<file path="src/source/la_defs.svh">
// logic analyzer sizing and header byte constants, included by the packages and the RTL
`ifndef LA_DEFS_SVH
`define LA_DEFS_SVH

// input channels, one sample word per capture
`define LA_CHLS 32

// divisor width, three command bytes
`define LA_DIV_W 24

// fifo address width, 8 entries
`define LA_FIFO_AW 3

// header bytes in front of each sample
`define LA_HDR_OK 8'h5A   // normal sample
`define LA_HDR_GAP 8'h5B  // first sample after a drop

`endif

</file>
<file path="src/source/la_cfg_pkg.sv">
// configuration side types shared by the command decoder and the sampler
`include "la_defs.svh"

package la_cfg_pkg;

  // divisor as received, first byte in the top bits
  typedef logic [`LA_DIV_W-1:0] fdiv_t;

  // host opcodes
  typedef enum logic [7:0] {
    OP_STOP    = 8'h00,  // stop capture, clear overrun
    OP_RUN     = 8'h01,  // start capture
    OP_SET_DIV = 8'h80   // three divisor bytes follow
  } cmd_op_e;

  // decoder fsm
  typedef enum logic [1:0] {
    IDLE,  // waiting for an opcode
    DIV0,  // first divisor byte
    DIV1,
    DIV2   // last divisor byte
  } dec_state_e;

  // decoder to sampler
  typedef struct packed {
    fdiv_t fdiv;     // raw divisor
    logic  set_div;  // one-cycle load pulse
    logic  run;      // capture enable level
    logic  clr_ovr;  // one-cycle overrun clear
  } la_cfg_t;

endpackage

</file>
<file path="src/source/la_data_pkg.sv">
// data side types shared by the sampler, the sample FIFO and the serializer
`include "la_defs.svh"

package la_data_pkg;

  typedef logic [7:0] byte_t;  // link byte

  typedef logic [`LA_CHLS-1:0] sample_t;  // one capture of all channels

  // one fifo entry
  typedef struct packed {
    sample_t data;  // captured channels
    logic    gap;   // samples were dropped before this one
  } smpl_beat_t;

  // serializer fsm
  typedef enum logic [1:0] {
    S_IDLE,  // nothing held
    S_HDR,   // header byte on the output
    S_DATA   // four data bytes, lsb first
  } ser_state_e;

endpackage

</file>
<file path="src/source/cmd_decoder.sv">
// host command parser, turns link bytes into divisor loads and run/stop control for the sampler
`timescale 1ns/1ns
`include "la_defs.svh"

module cmd_decoder (
  input  logic                clk_i,
  input  logic                rst_in,       // sync, active low
  input  logic                cmd_valid_i,
  input  la_data_pkg::byte_t  cmd_data_i,
  output logic                cmd_ready_o,
  output la_cfg_pkg::la_cfg_t cfg_o
);

  import la_cfg_pkg::*;

  dec_state_e state_q;
  fdiv_t      fdiv_q;     // shift register, first byte ends up in the top bits
  logic       set_div_q;
  logic       run_q;
  logic       clr_ovr_q;
  logic       accept;
  cmd_op_e    op;

  assign cmd_ready_o = 1'b1;  // never back-pressures the link
  assign accept      = cmd_valid_i && cmd_ready_o;
  assign op          = cmd_op_e'(cmd_data_i);

  // divisor bytes are payload, no reset
  always_ff @(posedge clk_i) begin
    if (accept && state_q != IDLE) begin
      fdiv_q <= {fdiv_q[`LA_DIV_W-9:0], cmd_data_i};
    end
  end

  always_ff @(posedge clk_i) begin
    if (!rst_in) begin
      state_q   <= IDLE;
      set_div_q <= 1'b0;
      run_q     <= 1'b0;
      clr_ovr_q <= 1'b0;
    end else begin
      set_div_q <= 1'b0;  // pulses by default low
      clr_ovr_q <= 1'b0;
      if (accept) begin
        case (state_q)
          IDLE: begin
            // opcodes only count here, divisor bytes may look like one
            case (op)
              OP_SET_DIV: state_q <= DIV0;
              OP_RUN:     run_q   <= 1'b1;
              OP_STOP: begin
                run_q     <= 1'b0;
                clr_ovr_q <= 1'b1;
              end
              default: ;  // unknown opcode dropped
            endcase
          end
          DIV0: state_q <= DIV1;
          DIV1: state_q <= DIV2;
          DIV2: begin
            state_q   <= IDLE;
            set_div_q <= 1'b1;  // fdiv_q complete in the same cycle
          end
          default: state_q <= IDLE;
        endcase
      end
    end
  end

  assign cfg_o = '{fdiv: fdiv_q, set_div: set_div_q, run: run_q, clr_ovr: clr_ovr_q};

  // each SET_DIV yields exactly one load pulse
  a_set_div_pulse: assert property (
    @(posedge clk_i) disable iff (!rst_in)
    cfg_o.set_div |=> !cfg_o.set_div
  );

endmodule

</file>
<file path="src/source/sampler.sv">
// divides the clock, captures all channels once per tick and flags drops when the FIFO is full
`timescale 1ns/1ns

module sampler (
  input  logic                   clk_i,
  input  logic                   rst_in,     // sync, active low
  input  la_cfg_pkg::la_cfg_t    cfg_i,
  input  la_data_pkg::sample_t   data_i,     // input channels
  input  logic                   full_i,     // fifo cannot take the beat
  output logic                   wr_valid_o, // one-cycle strobe, no stall
  output la_data_pkg::smpl_beat_t wr_beat_o,
  output logic                   overrun_o   // sticky until STOP
);

  import la_cfg_pkg::*;
  import la_data_pkg::*;

  fdiv_t   fdiv_swp;  // link byte order turned around
  fdiv_t   r_div;     // stored divisor
  fdiv_t   cnt;       // divider counter
  sample_t r_smpls;   // last capture
  logic    tick;
  logic    gap_q;     // a beat was dropped since the last stored one
  logic    ovr_q;

  // first received byte becomes bits 7:0
  assign fdiv_swp = {cfg_i.fdiv[7:0], cfg_i.fdiv[15:8], cfg_i.fdiv[23:16]};

  always_ff @(posedge clk_i) begin
    if (!rst_in) begin
      r_div <= '0;
    end else if (cfg_i.set_div) begin
      r_div <= fdiv_swp;
    end
  end

  assign tick = cfg_i.run && (cnt >= r_div);  // >= covers a divisor shrinking mid count

  always_ff @(posedge clk_i) begin
    if (!rst_in) begin
      cnt        <= '0;
      wr_valid_o <= 1'b0;
    end else if (!cfg_i.run) begin
      cnt        <= '0;  // held while stopped
      wr_valid_o <= 1'b0;
    end else if (tick) begin
      cnt        <= '0;  // wrap, capture below
      wr_valid_o <= 1'b1;
    end else begin
      cnt        <= cnt + 1'b1;
      wr_valid_o <= 1'b0;
    end
  end

  always_ff @(posedge clk_i) begin
    if (tick) begin
      r_smpls <= data_i;
    end
  end

  // drop bookkeeping
  always_ff @(posedge clk_i) begin
    if (!rst_in) begin
      gap_q <= 1'b0;
      ovr_q <= 1'b0;
    end else begin
      if (wr_valid_o && full_i) begin
        gap_q <= 1'b1;  // mark the next stored beat
        ovr_q <= 1'b1;
      end else if (wr_valid_o) begin
        gap_q <= 1'b0;  // mark went out with this beat
      end
      if (cfg_i.clr_ovr) begin
        ovr_q <= 1'b0;  // STOP wins over a late drop
      end
    end
  end

  assign wr_beat_o = '{data: r_smpls, gap: gap_q};
  assign overrun_o = ovr_q;

  // with a divisor above zero strobes are at least two cycles apart
  a_stb_single: assert property (
    @(posedge clk_i) disable iff (!rst_in)
    (wr_valid_o && r_div != '0) |=> !wr_valid_o
  );

  // load takes effect one cycle after the decoder pulse
  a_div_load: assert property (
    @(posedge clk_i) disable iff (!rst_in)
    cfg_i.set_div |=> (r_div == $past(fdiv_swp))
  );

endmodule

</file>
<file path="src/source/sample_fifo.sv">
// first-word-fall-through FIFO of sample beats between the sampler and the serializer
`timescale 1ns/1ns
`include "la_defs.svh"

module sample_fifo (
  input  logic                    clk_i,
  input  logic                    rst_in,     // sync, active low
  input  logic                    wr_valid_i,
  input  la_data_pkg::smpl_beat_t wr_beat_i,
  output logic                    full_o,
  output logic                    rd_valid_o,
  output la_data_pkg::smpl_beat_t rd_beat_o,
  input  logic                    rd_ready_i
);

  import la_data_pkg::*;

  localparam int unsigned DEPTH = 2 ** `LA_FIFO_AW;

  smpl_beat_t             mem [DEPTH];
  logic [`LA_FIFO_AW-1:0] wr_ptr;
  logic [`LA_FIFO_AW-1:0] rd_ptr;
  logic [`LA_FIFO_AW:0]   count;   // one extra bit for full
  logic                   do_wr;
  logic                   do_rd;

  assign full_o     = (count == DEPTH[`LA_FIFO_AW:0]);
  assign rd_valid_o = (count != '0);
  assign rd_beat_o  = mem[rd_ptr];  // head visible right after the write edge

  assign do_wr = wr_valid_i && !full_o;  // beat dropped otherwise
  assign do_rd = rd_valid_o && rd_ready_i;

  // storage, no reset
  always_ff @(posedge clk_i) begin
    if (do_wr) begin
      mem[wr_ptr] <= wr_beat_i;
    end
  end

  always_ff @(posedge clk_i) begin
    if (!rst_in) begin
      wr_ptr <= '0;
      rd_ptr <= '0;
      count  <= '0;
    end else begin
      if (do_wr) begin
        wr_ptr <= wr_ptr + 1'b1;  // wraps at depth
      end
      if (do_rd) begin
        rd_ptr <= rd_ptr + 1'b1;
      end
      case ({do_wr, do_rd})
        2'b10:   count <= count + 1'b1;
        2'b01:   count <= count - 1'b1;
        default: ;  // both or neither, level unchanged
      endcase
    end
  end

  // full and not popped, nothing may land
  a_no_wr_full: assert property (
    @(posedge clk_i) disable iff (!rst_in)
    (full_o && !rd_ready_i) |=> (full_o && wr_ptr == $past(wr_ptr))
  );

  // empty, head pointer stays put whatever ready does
  a_no_rd_empty: assert property (
    @(posedge clk_i) disable iff (!rst_in)
    !rd_valid_o |=> (rd_ptr == $past(rd_ptr))
  );

endmodule

</file>
<file path="src/source/sample_serializer.sv">
// sends each sample beat as a header byte and four data bytes, least significant first
`timescale 1ns/1ns
`include "la_defs.svh"

module sample_serializer (
  input  logic                    clk_i,
  input  logic                    rst_in,     // sync, active low
  input  logic                    rd_valid_i,
  input  la_data_pkg::smpl_beat_t rd_beat_i,
  output logic                    rd_ready_o,
  output logic                    tx_valid_o,
  output la_data_pkg::byte_t      tx_data_o,
  input  logic                    tx_ready_i
);

  import la_data_pkg::*;

  ser_state_e state_q;
  smpl_beat_t hold_q;   // beat being sent
  logic [1:0] idx_q;    // data byte index
  logic       last_tx;  // last data byte leaves this cycle

  assign last_tx    = (state_q == S_DATA) && (idx_q == 2'd3) && tx_ready_i;
  // pop when empty or as the last byte goes, keeps samples back to back
  assign rd_ready_o = (state_q == S_IDLE) || last_tx;
  assign tx_valid_o = (state_q != S_IDLE);

  always_comb begin
    case (state_q)
      S_HDR:   tx_data_o = hold_q.gap ? `LA_HDR_GAP : `LA_HDR_OK;
      S_DATA:  tx_data_o = hold_q.data[idx_q*8 +: 8];
      default: tx_data_o = '0;
    endcase
  end

  // holding register, payload only
  always_ff @(posedge clk_i) begin
    if (rd_valid_i && rd_ready_o) begin
      hold_q <= rd_beat_i;
    end
  end

  always_ff @(posedge clk_i) begin
    if (!rst_in) begin
      state_q <= S_IDLE;
      idx_q   <= '0;
    end else begin
      case (state_q)
        S_IDLE: begin
          if (rd_valid_i) begin
            state_q <= S_HDR;
          end
        end
        S_HDR: begin
          if (tx_ready_i) begin
            state_q <= S_DATA;
            idx_q   <= '0;
          end
        end
        S_DATA: begin
          if (last_tx) begin
            state_q <= rd_valid_i ? S_HDR : S_IDLE;  // next header if a beat waits
          end else if (tx_ready_i) begin
            idx_q <= idx_q + 1'b1;
          end
        end
        default: state_q <= S_IDLE;
      endcase
    end
  end

  // stalled byte must not change under the receiver
  a_tx_stable: assert property (
    @(posedge clk_i) disable iff (!rst_in)
    (tx_valid_o && !tx_ready_i) |=> (tx_valid_o && $stable(tx_data_o))
  );

endmodule

</file>
<file path="src/source/la_core.sv">
// capture path top level, command decoder into sampler, FIFO and byte serializer
`timescale 1ns/1ns

module la_core (
  input  logic                 clk_i,
  input  logic                 rst_in,       // sync, active low
  // host commands
  input  logic                 cmd_valid_i,
  input  la_data_pkg::byte_t   cmd_data_i,
  output logic                 cmd_ready_o,
  // probed channels
  input  la_data_pkg::sample_t data_i,
  // sample bytes back to the host
  output logic                 tx_valid_o,
  output la_data_pkg::byte_t   tx_data_o,
  input  logic                 tx_ready_i,
  output logic                 overrun_o     // sticky drop flag
);

  import la_cfg_pkg::*;
  import la_data_pkg::*;

  la_cfg_t    cfg;
  logic       wr_valid;
  smpl_beat_t wr_beat;
  logic       full;
  logic       rd_valid;
  smpl_beat_t rd_beat;
  logic       rd_ready;

  cmd_decoder cmd_decoder_i (
    .clk_i       (clk_i),
    .rst_in      (rst_in),
    .cmd_valid_i (cmd_valid_i),
    .cmd_data_i  (cmd_data_i),
    .cmd_ready_o (cmd_ready_o),
    .cfg_o       (cfg)
  );

  sampler sampler_i (
    .clk_i      (clk_i),
    .rst_in     (rst_in),
    .cfg_i      (cfg),
    .data_i     (data_i),
    .full_i     (full),
    .wr_valid_o (wr_valid),
    .wr_beat_o  (wr_beat),
    .overrun_o  (overrun_o)
  );

  sample_fifo sample_fifo_i (
    .clk_i      (clk_i),
    .rst_in     (rst_in),
    .wr_valid_i (wr_valid),
    .wr_beat_i  (wr_beat),
    .full_o     (full),
    .rd_valid_o (rd_valid),
    .rd_beat_o  (rd_beat),
    .rd_ready_i (rd_ready)
  );

  sample_serializer sample_serializer_i (
    .clk_i      (clk_i),
    .rst_in     (rst_in),
    .rd_valid_i (rd_valid),
    .rd_beat_i  (rd_beat),
    .rd_ready_o (rd_ready),
    .tx_valid_o (tx_valid_o),
    .tx_data_o  (tx_data_o),
    .tx_ready_i (tx_ready_i)
  );

endmodule

</file>
<file path="config.mk">
export PLATFORM = sky130hd
export DESIGN_NAME = la_core
export DESIGN_NICKNAME = d
export VERILOG_FILES = /design/src/source/la_cfg_pkg.sv /design/src/source/la_data_pkg.sv /design/src/source/cmd_decoder.sv /design/src/source/sampler.sv /design/src/source/sample_fifo.sv /design/src/source/sample_serializer.sv /design/src/source/la_core.sv
export VERILOG_INCLUDE_DIRS = /design/src /design/src/source
export SDC_FILE = /design/constraint.sdc
export NUM_CORES = 1
export LEC_CHECK = 0
export ABC_AREA = 1
export BUFFER_PORTS_ARGS = -buffer_cell sky130_fd_sc_hd__buf_2
export CORE_UTILIZATION = 50
export CTS_CLUSTER_SIZE = 14
export DETAILED_ROUTE_END_ITERATION = 8
export PLACE_DENSITY = 0.78
export REMOVE_ABC_BUFFERS = 1
export SLEW_MARGIN = 20
export SYNTH_ARGS = -nofsm -noshare
export SYNTH_HDL_FRONTEND = slang
export SYNTH_SLANG_ARGS = --single-unit
</file>
<file path="constraint.sdc">
create_clock -name clk_i -period 4.2 [get_ports clk_i]
set_input_delay 0 -clock clk_i [delete_from_list [all_inputs] [get_ports clk_i]]
set_output_delay 0 -clock clk_i [all_outputs]
set_load 0.1 [all_outputs]
</file>
---- Yosys cells after proc, flatten, opt, wreduce, memory -nomap -nowiden ----
Memory sizes are Yosys's and may differ from the RTL's. A register that Yosys moved wholly into a read port is not among the register bits.
Cells that the tools add are included.
storage, ports and cells
  memories ................................ 1
  latch bits .............................. 0
  bits in registers ....................... 126
  output and inout port bits .............. 11
  ROM bits ................................ 0
  input port bits ......................... 44
  memory bits (writable) .................. 264
  logic and storage cells ................. 94
memories
  memory             words  bits a word  rd ports  clocked after Yosys merged registers in  write ports  line               RTL
  sample_fifo_i.mem  8      33           1         1                                        1            sample_fifo.sv:20  smpl_beat_t mem [DEPTH];
cells by class
  $mul .................................... 0
  add/sub/neg operators ................... 6
  magnitude comparators ................... 1
  div/mod/pow operators ................... 0
  shift operators ......................... 1
  reduce and logical (&&, ||, !) cells .... 28
  bitwise gates (word level) .............. 2
  multiplexer cells ....................... 22
  equal/unequal tests ..................... 17
operator list
  kind                                                                   number
  32-bit by 6-bit variable part select with 8-bit output                 1
  24-bit by 1-bit adder with 24-bit output, second input constant        1
  24-bit greater-or-equal comparator                                     1
  8-bit one-hot mux with 2 select lines                                  1
  2-bit 2-to-1 mux                                                       7
  2-bit nonzero test                                                     6
  2-bit equality test, second input constant                             5
  1-bit 2-to-1 mux                                                       9
  3-bit AND reduction                                                    3
  8-bit by 1-bit equality test with 1-bit output, second input constant  1
  8-bit equality test, second input constant                             1
  8-bit zero test                                                        1
  2-bit != test, second input constant                                   4
  2-bit one-hot mux with 4 select lines                                  1
  4-bit one-hot mux with 2 select lines                                  1
  1-bit logical AND                                                      7
  3-bit by 1-bit adder with 3-bit output, second input constant          2
  2-bit by 1-bit equality test with 1-bit output, second input constant  3
  2-bit one-hot mux with 3 select lines                                  1
  2-bit AND reduction                                                    3
  4-bit by 1-bit adder with 4-bit output, second input constant          1
  4-bit equality test, second input constant                             1
  2-bit zero test                                                        2
  2-bit by 1-bit != test with 1-bit output, second input constant        2
  other kinds (11)                                                       12

---- Logic depth before layout (Yosys ltp) ----
Gate-level depths: netlist (run 1).
  word-level depth ........................ 7
  gate-level depth with buffers ........... 17
  gate-level depth less buffers ........... 16

---- Cells and area by module ----
From an unflattened synthesis (run 1), not the netlist that was laid out.
second synthesis, totals
  cell total of the unflattened synthesis .. 1514
  area, all modules ....................... 17504.3 um^2
modules (own cells, without submodules)
  module             times used  area each (um^2)  sequential area each (um^2)  cells an instance
  sample_fifo        1           10955.5           8187.9                       836
  sampler            1           3754.9            1981.9                       432
  sample_serializer  1           1714.1            1071.0                       166
  cmd_decoder        1           1079.8            820.8                        80

---- Worst setup path after synthesis (run 1) ----
Ideal clock, no wire load.
  kind .................................... register to register
  start ................................... register sampler_i.cnt[19]
  end ..................................... register sampler_i.r_smpls[0], enable pin
  cell stages (with the launch flop) ...... 8
  path buffers ............................ 0
  arrival ................................. 3.485 ns
  slack ................................... 0.245 ns
  required time ........................... 3.730 ns
  library setup time ...................... 0.470 ns
  path through ............................ dfxtp_1 ha_1 nand2_1 nor2_1 nand4_1 nor2_1 nand2_1 a21boi_0
on the way
  cells in the longest elaborated chain, start to end .. 2
RTL lines
  element                             line           RTL
  start: declaration                  sampler.sv:20  fdiv_t cnt;
  start signal: assignment            sampler.sv:50  cnt <= cnt + 1'b1;
  24-bit greater-or-equal comparator  sampler.sv:37  assign tick = cfg_i.run && (cnt >= r_div);
  1-bit logical AND                   sampler.sv:37
  net sampler_i.tick                  sampler.sv:22  logic tick;
  end signal: assignment              sampler.sv:57  r_smpls <= data_i;
  end: declaration                    sampler.sv:21  sample_t r_smpls;
The timed path passes the listed nets, and every way through them passes these cells.
A chain may end at the register's enable or synchronous reset.

---- Worst setup path in the final report (run 1) ----
  start ................................... register sample_serializer_i.idx_q[0]
  end ..................................... output port tx_data_o[1]
on the way
  cells in the longest elaborated chain, start to end .. 2
RTL lines
  element                                                 line                     RTL
  start: declaration                                      sample_serializer.sv:20  logic [1:0] idx_q;
  start signal: assignment                                sample_serializer.sv:64  idx_q <= idx_q + 1'b1;
  32-bit by 6-bit variable part select with 8-bit output  sample_serializer.sv:31  S_DATA: tx_data_o = hold_q.data[idx_q*8 +: 8];
  8-bit one-hot mux with 2 select lines                   sample_serializer.sv:29  case (state_q)
  end: declaration                                        la_core.sv:15            output la_data_pkg::byte_t tx_data_o,
No other way between the ends.

==> results of run 1 <==
[metal layers]
layer  up-vias  global-route usage  wire, um
met5         -                   0        13
met4         2              0.0744      1050
met3        80              0.0319      2660
met2       466               0.344     17000
met1      5254               0.274     15100
li1       5245                   -         -
[power by group through the flow]
stage / Clock, W / Combinational (W) / Sequential [W]
2_1_floorplan: 0 / 0.00126 / 0.00512
3_3_place_gp: 0 / 0.00170 / 0.00518
3_5_place_dp: 0 / 0.00178 / 0.00518
4_1_cts: 0.00364 / 0.00183 / 0.00510
5_1_grt: 0.00379 / 0.00203 / 0.00513
6_report: 0.00359 / 0.00184 / 0.00511
[synth_stat cells (2+ instances only)]
library cell,n
sky130_fd_sc_hd__clkinv_1,2
sky130_fd_sc_hd__buf_1,4
sky130_fd_sc_hd__dfxtp_1,70
sky130_fd_sc_hd__buf_2,13
sky130_fd_sc_hd__o32ai_1,66
sky130_fd_sc_hd__buf_4,9
sky130_fd_sc_hd__xnor2_1,9
sky130_fd_sc_hd__nand3_1,18
sky130_fd_sc_hd__a21boi_0,2
sky130_fd_sc_hd__nor2_1,303
sky130_fd_sc_hd__edfxtp_1,353
sky130_fd_sc_hd__inv_1,88
sky130_fd_sc_hd__nand2_1,214
sky130_fd_sc_hd__ha_1,38
sky130_fd_sc_hd__a21oi_1,50
sky130_fd_sc_hd__clkbuf_1,31
sky130_fd_sc_hd__nand3b_1,6
sky130_fd_sc_hd__nor2_2,12
sky130_fd_sc_hd__o22ai_1,5
sky130_fd_sc_hd__nor3_1,2
sky130_fd_sc_hd__a211oi_1,2
sky130_fd_sc_hd__o21ai_0,122
sky130_fd_sc_hd__nand3_2,2
sky130_fd_sc_hd__xor2_1,9
sky130_fd_sc_hd__buf_6,8
sky130_fd_sc_hd__nand4_1,3
[how the worst max path moves through the flow]
stage	cells past startpoint	slack, ns	endpoint
floorplan	5	-0.23	sample_serializer_i.hold_q[0]$_DFFE_PP_
global placement	11	1.60	sampler_i.r_smpls[0]$_DFFE_PP_
detailed placement	8	1.47	sampler_i.r_smpls[0]$_DFFE_PP_
CTS	6	1.25	tx_data_o[1]
global route	6	0.96	tx_data_o[4]
finish	6	1.20	tx_data_o[1]
[sequential cells by signal (all words and copies together) (netlist names), 2 cells and up]
name	count
sampler_i.cnt	24
sample_fifo_i.wr_ptr	3
sample_fifo_i.rd_ptr	3
sampler_i.r_div	24
sample_serializer_i.idx_q	2
sample_serializer_i.hold_q	33
sample_serializer_i.state_q	2
sample_fifo_i.count	4
sampler_i.r_smpls	32
cmd_decoder_i.fdiv_q	24
cmd_decoder_i.state_q	2
sample_fifo_i.mem	264
[layout make-up]
type                       count  area [um2]
clock inverter                20         240
inverter                      91         344
multi-input combinational    869        4460
tap                          448         561
timing repair buffer         114         843
clock buffer                  55        1080
sequential                   423       12000
fill                        2548       14100
[stage by stage]
stage	cell area, um2	util
final	19500	0.581
after global routing	19500	0.581
after CTS	19500	0.581
after detailed placement	17800	0.529
after global placement	17800	0.529
after floorplan	16700	-
[kinds of logic (layout without fill, tap and decap cells)]
kind of cell               after synthesis  in the layout  synth area share
and+or+nand+nor                        561            561             0.129
other                                    1              1          0.000219
DFF                                    423            423             0.702
xor gates and xnor gates                18             18           0.00923
buffers and inverters                  157            280            0.0410
AOI/OAI and AO/OA                      250            250            0.0892
adders and majority gates               39             39            0.0290
==> summary.json, run 1 <==
{
  "run_status": {"value": "finished clean"},
  "report.final.setup_viol": {"value": 0},
  "cts_tree": {"value": "done"},
  "fin_hold_ws": {"value": 0.161, "unit": "ns"},
  "fmax": {"value": 0.334, "unit": "GHz"},
  "hpwl": {"value": 20.0, "unit": "mm"},
  "clockPowerShare": {"value": 0.341},
  "crit_path_max_incr_delay": {"value": 0.75, "unit": "ns"},
  "critPathMostFrequentCell": {"value": "sky130_fd_sc_hd__o21ai_0"},
  "startpoint_type": {"value": "flop"},
  "synth_cell_area": {"value": 17100, "unit": "um2"},
  "cts-root-buf": {"value": "sky130_fd_sc_hd__clkbuf_16"},
  "port-buffer-count": {"value": 53},
  "post_synth_main_area_contributors": {"value": "sky130_fd_sc_hd__edfxtp_1 (62%), sky130_fd_sc_hd__dfxtp_1 (8.2%), sky130_fd_sc_hd__nor2_1 (6.7%)"},
  "power_density": {"value": 539, "unit": "nW/um2"},
  "ys_warn_count": {"value": 0},
  "min_from": {"value": "data_i[31]"},
  "timing.setup.tns": {"value": 0, "unit": "ns"},
  "pwr-share-comb": {"value": 0.174},
  "gpl.final_weighted_congestion": {"value": 0.881},
  "layout.cells.most_common_list": {"value": "sky130_fd_sc_hd__edfxtp_1 (353), sky130_fd_sc_hd__nor2_1 (294), sky130_fd_sc_hd__nand2_1 (214)"},
  "vias_in_the_first_global_route": {"value": 10853},
  "antenna_cells": {"value": 0},
  "hold_path_class": {"value": "primary input to flop"},
  "crit_path_max_fanout": {"value": 18},
  "critPathCaptureType": {"value": "primary output"},
  "ys_async_sr_fraction": {"value": 0},
  "min_period_over_period": {"value": 0.713},
  "synth.ff_latch_count": {"value": 423},
  "cts.sink_count": {"value": 423},
  "skew": {"value": 0.0458, "unit": "ns"},
  "netlist_instances": {"value": 1449},
  "relSlewSlack": {"value": 0.270},
  "worst_ep_arrival": {"value": 3.00, "unit": "ns"},
  "timing_worst_slew_pin_value": {"value": 1.09, "unit": "ns"},
  "die_area": {"value": 34900, "unit": "um2"},
  "synth.lib_cells_used.distinct": {"value": 34},
  "cap_violations": {"value": 0},
  "type_of_the_setup_path_with_the_least_slack": {"value": "flop to primary output"},
  "ys_seq_area_frac": {"value": 0.702},
  "routed_via_density": {"value": 5.47},
  "p_sw_frac": {"value": 0.289},
  "cts_max_level": {"value": 2},
  "clk_pin_slew": {"value": 0.06, "unit": "ns"},
  "static-leakage-power": {"value": 6.92, "unit": "nW"},
  "number_of_antenna_violations_at_the_first_check_in_global_routing": {"value": 1},
  "ctsResizeCount": {"value": 0},
  "hold_bufs_at_cts": {"value": 43},
  "synthesis.area_per_instance": {"value": 11.8, "unit": "um2"},
  "final_nets": {"value": 1623},
  "post-cts-setup-buffers": {"value": 0},
  "period_needed": {"value": 3.00, "unit": "ns"},
  "mostFrequentLayoutCell": {"value": "sky130_fd_sc_hd__edfxtp_1"},
  "drt-wirelength-per-cell": {"value": 17.7, "unit": "um"},
  "detailroute.via_count": {"value": 11047},
  "area_growth": {"value": 14.3, "unit": "%"},
  "ir_worst_vdd": {"value": 0.000464, "unit": "V"},
  "rsz0062_at_grt": {"value": "no"},
  "r2r_cells": {"value": 9},
  "drtAntennaViolNets": {"value": 0},
  "initialDrtViolationCount": {"value": 1040},
  "layoutNonFillerInstCount": {"value": 2020},
  "timing.reg2reg.setup_slack": {"value": 1.45, "unit": "ns"},
  "worstPathCellList": {"value": "clkinv_1, o21ai_0, o22ai_1, o21ai_0, inv_1, buf_2"},
  "slew_violations": {"value": 0},
  "hold_violations": {"value": 0},
  "post-place-cells": {"value": 1902},
  "floorplan.initialDensity": {"value": 0.508},
  "holdPathEnd": {"value": "sampler_i.r_smpls[31]$_DFFE_PP_"},
  "rows": {"value": 67},
  "grtUsageTotal": {"value": 0.206},
  "crit-reg2reg-capture": {"value": "sampler_i.r_smpls[27]$_DFFE_PP_"},
  "post-route-drc-count": {"value": 0},
  "grt_first_pass_wirelength": {"value": 56.6, "unit": "mm"},
  "path_delay_family": {"value": "buffers and inverters"},
  "die_h": {"value": 187, "unit": "um"},
  "total_global_routing_overflow": {"value": 0},
  "core_area": {"value": 33600, "unit": "um2"},
  "post-route-worst-setup-slack": {"value": 1.20, "unit": "ns"},
  "total_power": {"value": 0.0105, "unit": "W"},
  "floorplan.io_pins": {"value": 55},
  "crit_buf_inv": {"value": 3},
  "synth_edf_count": {"value": 353},
  "totalWireLength": {"value": 35.8, "unit": "mm"},
  "cts_buffer_count": {"value": 41},
  "cellInternalPower": {"value": 0.00749, "unit": "W"},
  "p_switching": {"value": 0.00304, "unit": "W"},
  "clock_buffer_depth": {"value": 3},
  "grt_max_degree": {"value": 113},
  "required": {"value": 4.20, "unit": "ns"},
  "synth_flop_cell": {"value": "sky130_fd_sc_hd__edfxtp_1"},
  "yosysTopAreaCell": {"value": "sky130_fd_sc_hd__edfxtp_1"},
  "netlist.area_leader.share": {"value": 0.620},
  "drt_pre_antenna_iters": {"value": 5},
  "drive_above_1_share": {"value": 0.0967},
  "sequential_share_of_power": {"value": 0.485},
  "pre_cts_setup_slack": {"value": 1.47, "unit": "ns"},
  "regToRegStartpoint": {"value": "sampler_i.r_div[23]$_SDFFE_PN0P_"},
  "whs_path_depth": {"value": 2},
  "setup.worst_path.start": {"value": "sample_serializer_i.idx_q[0]$_SDFFE_PN0P_"},
  "clock_insertion_delay_worst_skew": {"value": 0.55, "unit": "ns"},
  "cell_type_of_the_slowest_stage_on_the_worst_timing_path": {"value": "sky130_fd_sc_hd__dfxtp_1"},
  "die_width": {"value": 187, "unit": "um"}
}
(Power assumes the default switching activity.)
==> run 2, diff against run 1 <==
==> constraint.sdc (replaced) <==
create_clock -name clk_i -period 2.44 [get_ports clk_i]
set_input_delay 0 -clock clk_i [delete_from_list [all_inputs] [get_ports clk_i]]
set_output_delay 0 -clock clk_i [all_outputs]
set_load 0.1 [all_outputs]
==> run 2 against run 1 <==
- total power is 78% higher
- worst setup slack got worse by 1.1 ns
- highest routed layer is now met4
- worst hold slack got worse by 0.023 ns
- register-to-register slack worse by 1.3 ns
- clock skew is 0.0029 ns lower
- die area unchanged
- cell area up 2.4%
==> summary.json, run 2 (same netlist as run 1, synthesis figures left out) <==
{
  "run_status": {"value": "finished clean", "change": "unchanged"},
  "floorplan.initialDensity": {"value": 0.508, "change": "unchanged"},
  "period_needed": {"value": 2.30, "unit": "ns"},
  "crit_path_max_fanout": {"value": 17, "change": "was 18"},
  "r2r_cells": {"value": 8, "change": "was 9"},
  "detailroute.via_count": {"value": 11069, "change": "was 11047"},
  "grt_max_degree": {"value": 134, "change": "was 113"},
  "power_density": {"value": 936, "unit": "nW/um2", "change": "was 539 nW/um2"},
  "routed_via_density": {"value": 5.43, "change": "was 5.47"},
  "core_area": {"value": 33600, "unit": "um2", "change": "unchanged"},
  "vias_in_the_first_global_route": {"value": 10946, "change": "was 10853"},
  "die_h": {"value": 187, "unit": "um", "change": "unchanged"},
  "gpl.final_weighted_congestion": {"value": 0.905, "change": "was 0.881"},
  "hold_path_class": {"value": "primary input to flop", "change": "unchanged"},
  "cts.sink_count": {"value": 423, "change": "unchanged"},
  "grt_first_pass_wirelength": {"value": 57.7, "unit": "mm", "change": "was 56.6 mm"},
  "whs_path_depth": {"value": 2, "change": "unchanged"},
  "min_period_over_period": {"value": 0.941},
  "cts_tree": {"value": "done", "change": "unchanged"},
  "largest_reg_flops": {"value": 264, "change": "unchanged"},
  "drt-wirelength-per-cell": {"value": 18.1, "unit": "um", "change": "was 17.7 um"},
  "timing_worst_slew_pin_value": {"value": 0.661, "unit": "ns", "change": "was 1.09 ns"},
  "final_core_occ": {"value": 0.595, "change": "was 0.581"},
  "hpwl": {"value": 20.8, "unit": "mm", "change": "was 20.0 mm"},
  "skew": {"value": 0.0429, "unit": "ns", "change": "was 0.0458 ns"},
  "cts-root-buf": {"value": "sky130_fd_sc_hd__clkbuf_16", "change": "unchanged"},
  "number_of_antenna_violations_at_the_first_check_in_global_routing": {"value": 1, "change": "unchanged"},
  "hold_violations": {"value": 0, "change": "unchanged"},
  "mostFrequentLayoutCell": {"value": "sky130_fd_sc_hd__edfxtp_1", "change": "unchanged"},
  "required": {"value": 2.44, "unit": "ns", "change": "was 4.20 ns"},
  "layout.cells.most_common_list": {"value": "sky130_fd_sc_hd__edfxtp_1 (353), sky130_fd_sc_hd__nor2_1 (294), sky130_fd_sc_hd__nand2_1 (214)", "change": "unchanged"},
  "cap_violations": {"value": 0, "change": "unchanged"},
  "die_area": {"value": 34900, "unit": "um2", "change": "unchanged"},
  "clock_buffer_depth": {"value": 3, "change": "unchanged"},
  "area_growth": {"value": 17.0, "unit": "%", "change": "was 14.3%"},
  "post-route-drc-count": {"value": 0, "change": "unchanged"},
  "top_register_by_number_of_flip_flops": {"value": "sample_fifo_i.mem", "change": "unchanged"},
  "startpoint_type": {"value": "flop", "change": "unchanged"},
  "static-leakage-power": {"value": 7.11, "unit": "nW", "change": "was 6.92 nW"},
  "drt_pre_antenna_iters": {"value": 6, "change": "was 5"},
  "die_width": {"value": 187, "unit": "um", "change": "unchanged"},
  "report.final.setup_viol": {"value": 0, "change": "unchanged"},
  "fmax": {"value": 0.436, "unit": "GHz"},
  "ir_worst_vdd": {"value": 0.00109, "unit": "V", "change": "was 0.000464 V"},
  "cts_max_level": {"value": 2, "change": "unchanged"},
  "rows": {"value": 67, "change": "unchanged"},
  "grtUsageTotal": {"value": 0.211, "change": "was 0.206"},
  "cts_buffer_count": {"value": 42, "change": "was 41"},
  "drive_above_1_share": {"value": 0.113, "change": "was 0.0967"},
  "relSlewSlack": {"value": 0.560, "change": "was 0.270"},
  "slew_violations": {"value": 0, "change": "unchanged"},
  "initialDrtViolationCount": {"value": 1223, "change": "was 1040"},
  "worst_ep_arrival": {"value": 2.30, "unit": "ns", "change": "was 3.00 ns"},
  "port-buffer-count": {"value": 53, "change": "unchanged"},
  "biggestRegsByFlops": {"value": "sample_fifo_i.mem x264, sample_serializer_i.hold_q x33, sampler_i.r_smpls x32", "change": "unchanged"},
  "clk_pin_slew": {"value": 0.07, "unit": "ns", "change": "was 0.06 ns"},
  "cell_type_of_the_slowest_stage_on_the_worst_timing_path": {"value": "sky130_fd_sc_hd__dfxtp_1", "change": "unchanged"},
  "fin_hold_ws": {"value": 0.138, "unit": "ns", "change": "was 0.161 ns"},
  "rsz0062_at_grt": {"value": "no", "change": "unchanged"},
  "type_of_the_setup_path_with_the_least_slack": {"value": "flop to primary output", "change": "unchanged"},
  "post-cts-setup-buffers": {"value": 0, "change": "unchanged"},
  "clock_insertion_delay_worst_skew": {"value": 0.57, "unit": "ns", "change": "was 0.55 ns"},
  "drtAntennaViolNets": {"value": 0, "change": "unchanged"},
  "crit_path_max_incr_delay": {"value": 0.34, "unit": "ns", "change": "was 0.75 ns"},
  "totalWireLength": {"value": 36.8, "unit": "mm", "change": "was 35.8 mm"},
  "worstPathCellList": {"value": "buf_4, inv_4, buf_4, o21ai_0, o22ai_1, o21ai_0, inv_1, clkbuf_4", "change": "was clkinv_1, o21ai_0, o22ai_1, o21ai_0, inv_1, buf_2"},
  "final_nets": {"value": 1639, "change": "was 1623"},
  "critPathCaptureType": {"value": "primary output", "change": "unchanged"},
  "floorplan.io_pins": {"value": 55, "change": "unchanged"},
  "total_global_routing_overflow": {"value": 0, "change": "unchanged"}
}
==> run 2: cell type report <==
class	instances	area (um2)
timing repair buffer	129	1170
inverter	91	347
multi-input combinational	869	4470
antenna	1	2.50
tap	448	561
clock buffer	55	1150
sequential	423	12000
clock inverter	23	287
fill	2482	13600
==> run 2: through the flow <==
stage               setup TNS [ns]  instances  instance area, um2  power, W  worst slack, ns
floorplan                  -170.48       1383               16700    0.0110            -1.99
global placement                 0       1917               18100    0.0119            0.280
detailed placement               0       1917               18100    0.0120            0.171
CTS                              0       2038               20000    0.0187           0.0129
global route                     0       2039               20000    0.0195           0.0140
finish                           0       2039               20000    0.0187            0.144
==> run 2: path summary, 6_finish.rpt <==
path	start	endpoint	slack, ns
max	sample_serializer_i.idx_q[0]$_SDFFE_PN0P_	tx_data_o[6]	0.14
min	data_i[16]	sampler_i.r_smpls[16]$_DFFE_PP_	0.14
max reg2reg	sampler_i.cnt[14]$_SDFF_PP0_	sampler_i.r_smpls[22]$_DFFE_PP_	0.18
min reg2reg	cmd_decoder_i.clr_ovr_q$_SDFF_PN0_	sampler_i.overrun_o$_SDFFE_PP0P_	0.42
==> run 2: timing repair <==
item | CTS | global route
setup endpoints to repair | 4 | 27
hold buffers | 43 | 0
resized for setup | 1 | 10
hold endpoints to repair | 75 | 0
==> run 2: where the power goes <==
part           internal (W)  switching, W  total (W)  leakage [nW]
Clock               0.00390       0.00276    0.00666         0.703
Combinational       0.00114       0.00237    0.00351          2.65
Sequential          0.00829      0.000250    0.00854          3.76
==> run 2: worst max-delay path, delay by kind of cell, from the launching register on <==
family                 cells  cell delay (ns)
buffers and inverters      5             0.95
AOI/OAI and AO/OA          3             0.44
DFF                        1             0.34
==> run 2: layer usage <==
metal | wire length [um] | vias to the layer above | track usage
met5 | 0 | - | 0
met2 | 18200 | 436 | 0.357
met4 | 895 | 0 | 0.0788
li1 | - | 5288 | -
met1 | 15300 | 5267 | 0.278
met3 | 2500 | 78 | 0.0308
==> run 3, diff against run 2 <==
--- a/config.mk
+++ b/config.mk
@@ -11,8 +11,10 @@
 export CORE_UTILIZATION = 50
 export CTS_CLUSTER_SIZE = 14
 export DETAILED_ROUTE_END_ITERATION = 8
-export PLACE_DENSITY = 0.78
+export GPL_TIMING_DRIVEN = 0
+export PLACE_DENSITY = 0.75
 export REMOVE_ABC_BUFFERS = 1
+export SKIP_CTS_REPAIR_TIMING = 1
 export SLEW_MARGIN = 20
 export SYNTH_ARGS = -nofsm -noshare
 export SYNTH_HDL_FRONTEND = slang
==> constraint.sdc (replaced) <==
create_clock -name clk_i -period 2.71 [get_ports clk_i]
set_input_delay 0 -clock clk_i [delete_from_list [all_inputs] [get_ports clk_i]]
set_output_delay 0 -clock clk_i [all_outputs]
set_load 0.1 [all_outputs]
==> run 3 against run 2 <==
- sequential cell count unchanged
- cell count fell by 0.74%
- largest power group unchanged
- global-route usage down 0.51 points
==> summary.json, run 3 (same netlist as run 1, synthesis figures left out) <==
{
  "run_status": {"value": "finished clean", "change": "unchanged"},
  "drive_above_1_share": {"value": 0.105, "change": "was 0.113"},
  "worst_ep_arrival": {"value": 2.49, "unit": "ns", "change": "was 2.30 ns"},
  "detailroute.via_count": {"value": 11118, "change": "was 11069"},
  "clock_buffer_depth": {"value": 3, "change": "unchanged"},
  "fin_hold_ws": {"value": 0.0288, "unit": "ns", "change": "was 0.138 ns"},
  "whs_path_depth": {"value": 3, "change": "was 2"},
  "total_global_routing_overflow": {"value": 0, "change": "unchanged"},
  "crit_path_max_fanout": {"value": 18, "change": "was 17"},
  "area_taken_by_multi_input_logic_gates": {"value": 4470, "unit": "um2", "change": "unchanged"},
  "ir_worst_vdd": {"value": 0.000834, "unit": "V", "change": "was 0.00109 V"},
  "die_width": {"value": 187, "unit": "um", "change": "unchanged"},
  "die_area": {"value": 34900, "unit": "um2", "change": "unchanged"},
  "crit-reg2reg-capture": {"value": "sample_fifo_i.count[3]$_SDFFE_PN0P_", "change": "was sampler_i.r_smpls[22]$_DFFE_PP_"},
  "type_of_the_setup_path_with_the_least_slack": {"value": "flop to primary output", "change": "unchanged"},
  "static-leakage-power": {"value": 7.05, "unit": "nW", "change": "was 7.11 nW"},
  "r2r_cells": {"value": 15, "change": "was 8"},
  "critPathCaptureType": {"value": "primary output", "change": "unchanged"},
  "drtAntennaViolNets": {"value": 0, "change": "unchanged"},
  "skew": {"value": 0.0500, "unit": "ns", "change": "was 0.0429 ns"},
  "cap_violations": {"value": 0, "change": "unchanged"},
  "grtUsageTotal": {"value": 0.206, "change": "was 0.211"},
  "rsz0062_at_grt": {"value": "no", "change": "unchanged"},
  "floorplan.io_pins": {"value": 55, "change": "unchanged"},
  "min_period_over_period": {"value": 0.918},
  "drt_pre_antenna_iters": {"value": 5, "change": "was 6"},
  "timing_worst_slew_pin_value": {"value": 0.771, "unit": "ns", "change": "was 0.661 ns"},
  "final_nets": {"value": 1626, "change": "was 1639"},
  "port-buffer-count": {"value": 53, "change": "unchanged"},
  "gpl.final_weighted_congestion": {"value": 0.851, "change": "was 0.905"},
  "hpwl": {"value": 21.3, "unit": "mm", "change": "was 20.8 mm"},
  "vias_in_the_first_global_route": {"value": 10732, "change": "was 10946"},
  "layout.cells.most_common_list": {"value": "sky130_fd_sc_hd__edfxtp_1 (353), sky130_fd_sc_hd__nor2_1 (294), sky130_fd_sc_hd__nand2_1 (214)", "change": "unchanged"},
  "number_of_antenna_violations_at_the_first_check_in_global_routing": {"value": 0, "change": "was 1"},
  "timing.reg2reg.setup_slack": {"value": 0.26, "unit": "ns", "change": "was 0.18 ns"},
  "cell_type_of_the_slowest_stage_on_the_worst_timing_path": {"value": "sky130_fd_sc_hd__dfxtp_4", "change": "was sky130_fd_sc_hd__dfxtp_1"},
  "floorplan.initialDensity": {"value": 0.508, "change": "unchanged"},
  "largest_reg_flops": {"value": 264, "change": "unchanged"},
  "final.fill_count": {"value": 2515, "change": "was 2482"},
  "cts.sink_count": {"value": 423, "change": "unchanged"},
  "crit_buf_inv": {"value": 3, "change": "was 5"},
  "crit_path_max_incr_delay": {"value": 0.48, "unit": "ns", "change": "was 0.34 ns"},
  "regToRegStartpoint": {"value": "sample_serializer_i.idx_q[1]$_SDFFE_PN0P_", "change": "was sampler_i.cnt[14]$_SDFF_PP0_"},
  "rows": {"value": 67, "change": "unchanged"},
  "drt-wirelength-per-cell": {"value": 18.0, "unit": "um", "change": "was 18.1 um"},
  "cts_buffer_count": {"value": 42, "change": "unchanged"},
  "cts-root-buf": {"value": "sky130_fd_sc_hd__clkbuf_16", "change": "unchanged"},
  "totalWireLength": {"value": 36.5, "unit": "mm", "change": "was 36.8 mm"},
  "core_area": {"value": 33600, "unit": "um2", "change": "unchanged"},
  "path_delay_family": {"value": "compound AO/OA/AOI/OAI gates", "change": "was buffers and inverters"},
  "antenna_cells": {"value": 0, "change": "was 1"},
  "grt_max_degree": {"value": 81, "change": "was 134"},
  "hold_violations": {"value": 0, "change": "unchanged"},
  "cts_max_level": {"value": 2, "change": "unchanged"},
  "required": {"value": 2.71, "unit": "ns", "change": "was 2.44 ns"},
  "post-route-drc-count": {"value": 0, "change": "unchanged"},
  "hold_path_class": {"value": "primary input to flop", "change": "unchanged"},
  "top_register_by_number_of_flip_flops": {"value": "sample_fifo_i.mem", "change": "unchanged"},
  "biggestRegsByFlops": {"value": "sample_fifo_i.mem x264, sample_serializer_i.hold_q x33, sampler_i.r_smpls x32", "change": "unchanged"},
  "slew_violations": {"value": 0, "change": "unchanged"},
  "clk_pin_slew": {"value": 0.06, "unit": "ns", "change": "was 0.07 ns"},
  "power_density": {"value": 827, "unit": "nW/um2", "change": "was 936 nW/um2"},
  "report.final.setup_viol": {"value": 0, "change": "unchanged"},
  "critPathMostFrequentCell": {"value": "sky130_fd_sc_hd__o21ai_0"},
  "final_core_occ": {"value": 0.592, "change": "was 0.595"},
  "clock_insertion_delay_worst_skew": {"value": 0.55, "unit": "ns", "change": "was 0.57 ns"},
  "cts_tree": {"value": "done", "change": "unchanged"},
  "mostFrequentLayoutCell": {"value": "sky130_fd_sc_hd__edfxtp_1", "change": "unchanged"},
  "period_needed": {"value": 2.49, "unit": "ns"},
  "die_h": {"value": 187, "unit": "um", "change": "unchanged"},
  "fmax": {"value": 0.402, "unit": "GHz"},
  "startpoint_type": {"value": "flop", "change": "unchanged"},
  "grt_first_pass_wirelength": {"value": 56.3, "unit": "mm", "change": "was 57.7 mm"},
  "worstPathCellList": {"value": "clkinvlp_4, o21ai_0, o22ai_1, o21ai_0, inv_1, buf_2", "change": "was buf_4, inv_4, buf_4, o21ai_0, o22ai_1, o21ai_0, inv_1, clkbuf_4"},
  "area_growth": {"value": 16.5, "unit": "%", "change": "was 17.0%"},
  "min_from": {"value": "rst_in", "change": "was data_i[16]"},
  "routed_via_density": {"value": 5.49, "change": "was 5.43"},
  "relSlewSlack": {"value": 0.485, "change": "was 0.560"},
  "initialDrtViolationCount": {"value": 955, "change": "was 1223"},
  "register_area": {"value": 12000, "unit": "um2", "change": "about the same"},
  "holdPathEnd": {"value": "sample_fifo_i.wr_ptr[2]$_SDFFE_PN0P_", "change": "was sampler_i.r_smpls[16]$_DFFE_PP_"},
  "timing.setup.tns": {"value": 0, "unit": "ns", "change": "unchanged"}
}
[run 3: cell types whose count changed in the layout (fill, tap and decap cells not counted), sizes merged]
cell         before  now
dlygate4sd3      43   42
bufinv            5    2
clkinvlp          2    1
clkinv           15   14
diode             1    0
buf              82   74
[run 3: worst max path at each step]
| stage | slack, ns | to | startpoint | cells past startpoint |
|---|---|---|---|---|
| 6_report | 0.22 | tx_data_o[4] | sample_serializer_i.idx_q[0]$_SDFFE_PN0P_ | 6 |
| 5_1_grt | 0.05 | sample_fifo_i.count[3]$_SDFFE_PN0P_ | sample_serializer_i.state_q[0]$_SDFFE_PN0P_ | 15 |
| 4_1_cts | -0.47 | tx_data_o[6] | sample_serializer_i.idx_q[0]$_SDFFE_PN0P_ | 6 |
| 3_5_place_dp | 0.05 | sample_fifo_i.count[3]$_SDFFE_PN0P_ | sample_serializer_i.idx_q[0]$_SDFFE_PN0P_ | 15 |
| 3_3_place_gp | -4.94 | sample_serializer_i.hold_q[26]$_DFFE_PP_ | sample_fifo_i.rd_ptr[0]$_SDFFE_PN0P_ | 5 |
| 2_1_floorplan | -1.72 | sample_serializer_i.hold_q[0]$_DFFE_PP_ | sample_fifo_i.rd_ptr[0]$_SDFFE_PN0P_ | 5 |
[run 3: worst register-to-register path, delay by kind of cell (launching register included)]
family / cells / cell delay, ns
and+or+nand+nor: 8 / 0.56
buffers and inverters: 2 / 0.19
adders and majority gates: 3 / 0.77
DFF: 1 / 0.52
AOI/OAI and AO/OA: 2 / 0.24
[run 3: report_power, final]
part | switching (W) | internal, W
registers | 0.000325 | 0.00747
logic | 0.00207 | 0.00103
clock network | 0.00237 | 0.00319
[run 3: cell type report]
class                      instances  area share
clock buffer                      59      0.0581
clock inverter                    18     0.00848
inverter                          91      0.0177
multi-input combinational        869       0.224
sequential                       423       0.603
tap                              448      0.0281
timing repair buffer             116      0.0599
[run 3: layer usage]
layer / track usage / routed length (um)
met1: 0.267 / 15000
met2: 0.354 / 18300
met3: 0.0293 / 2360
met4: 0.0750 / 850
met5: 0 / 0
[run 3: per-stage QoR]
stage          setup WS (ns)  power (W)  instance area (um2)  std cells
4_1_cts               -0.472     0.0164                19500       1980
3_3_place_gp           -4.94     0.0107                17600       1884
2_1_floorplan          -1.72    0.00989                16700       1383
6_report               0.222     0.0165                19900       2024
5_1_grt               0.0464     0.0172                19900       2024
3_5_place_dp          0.0528     0.0109                18100       1903
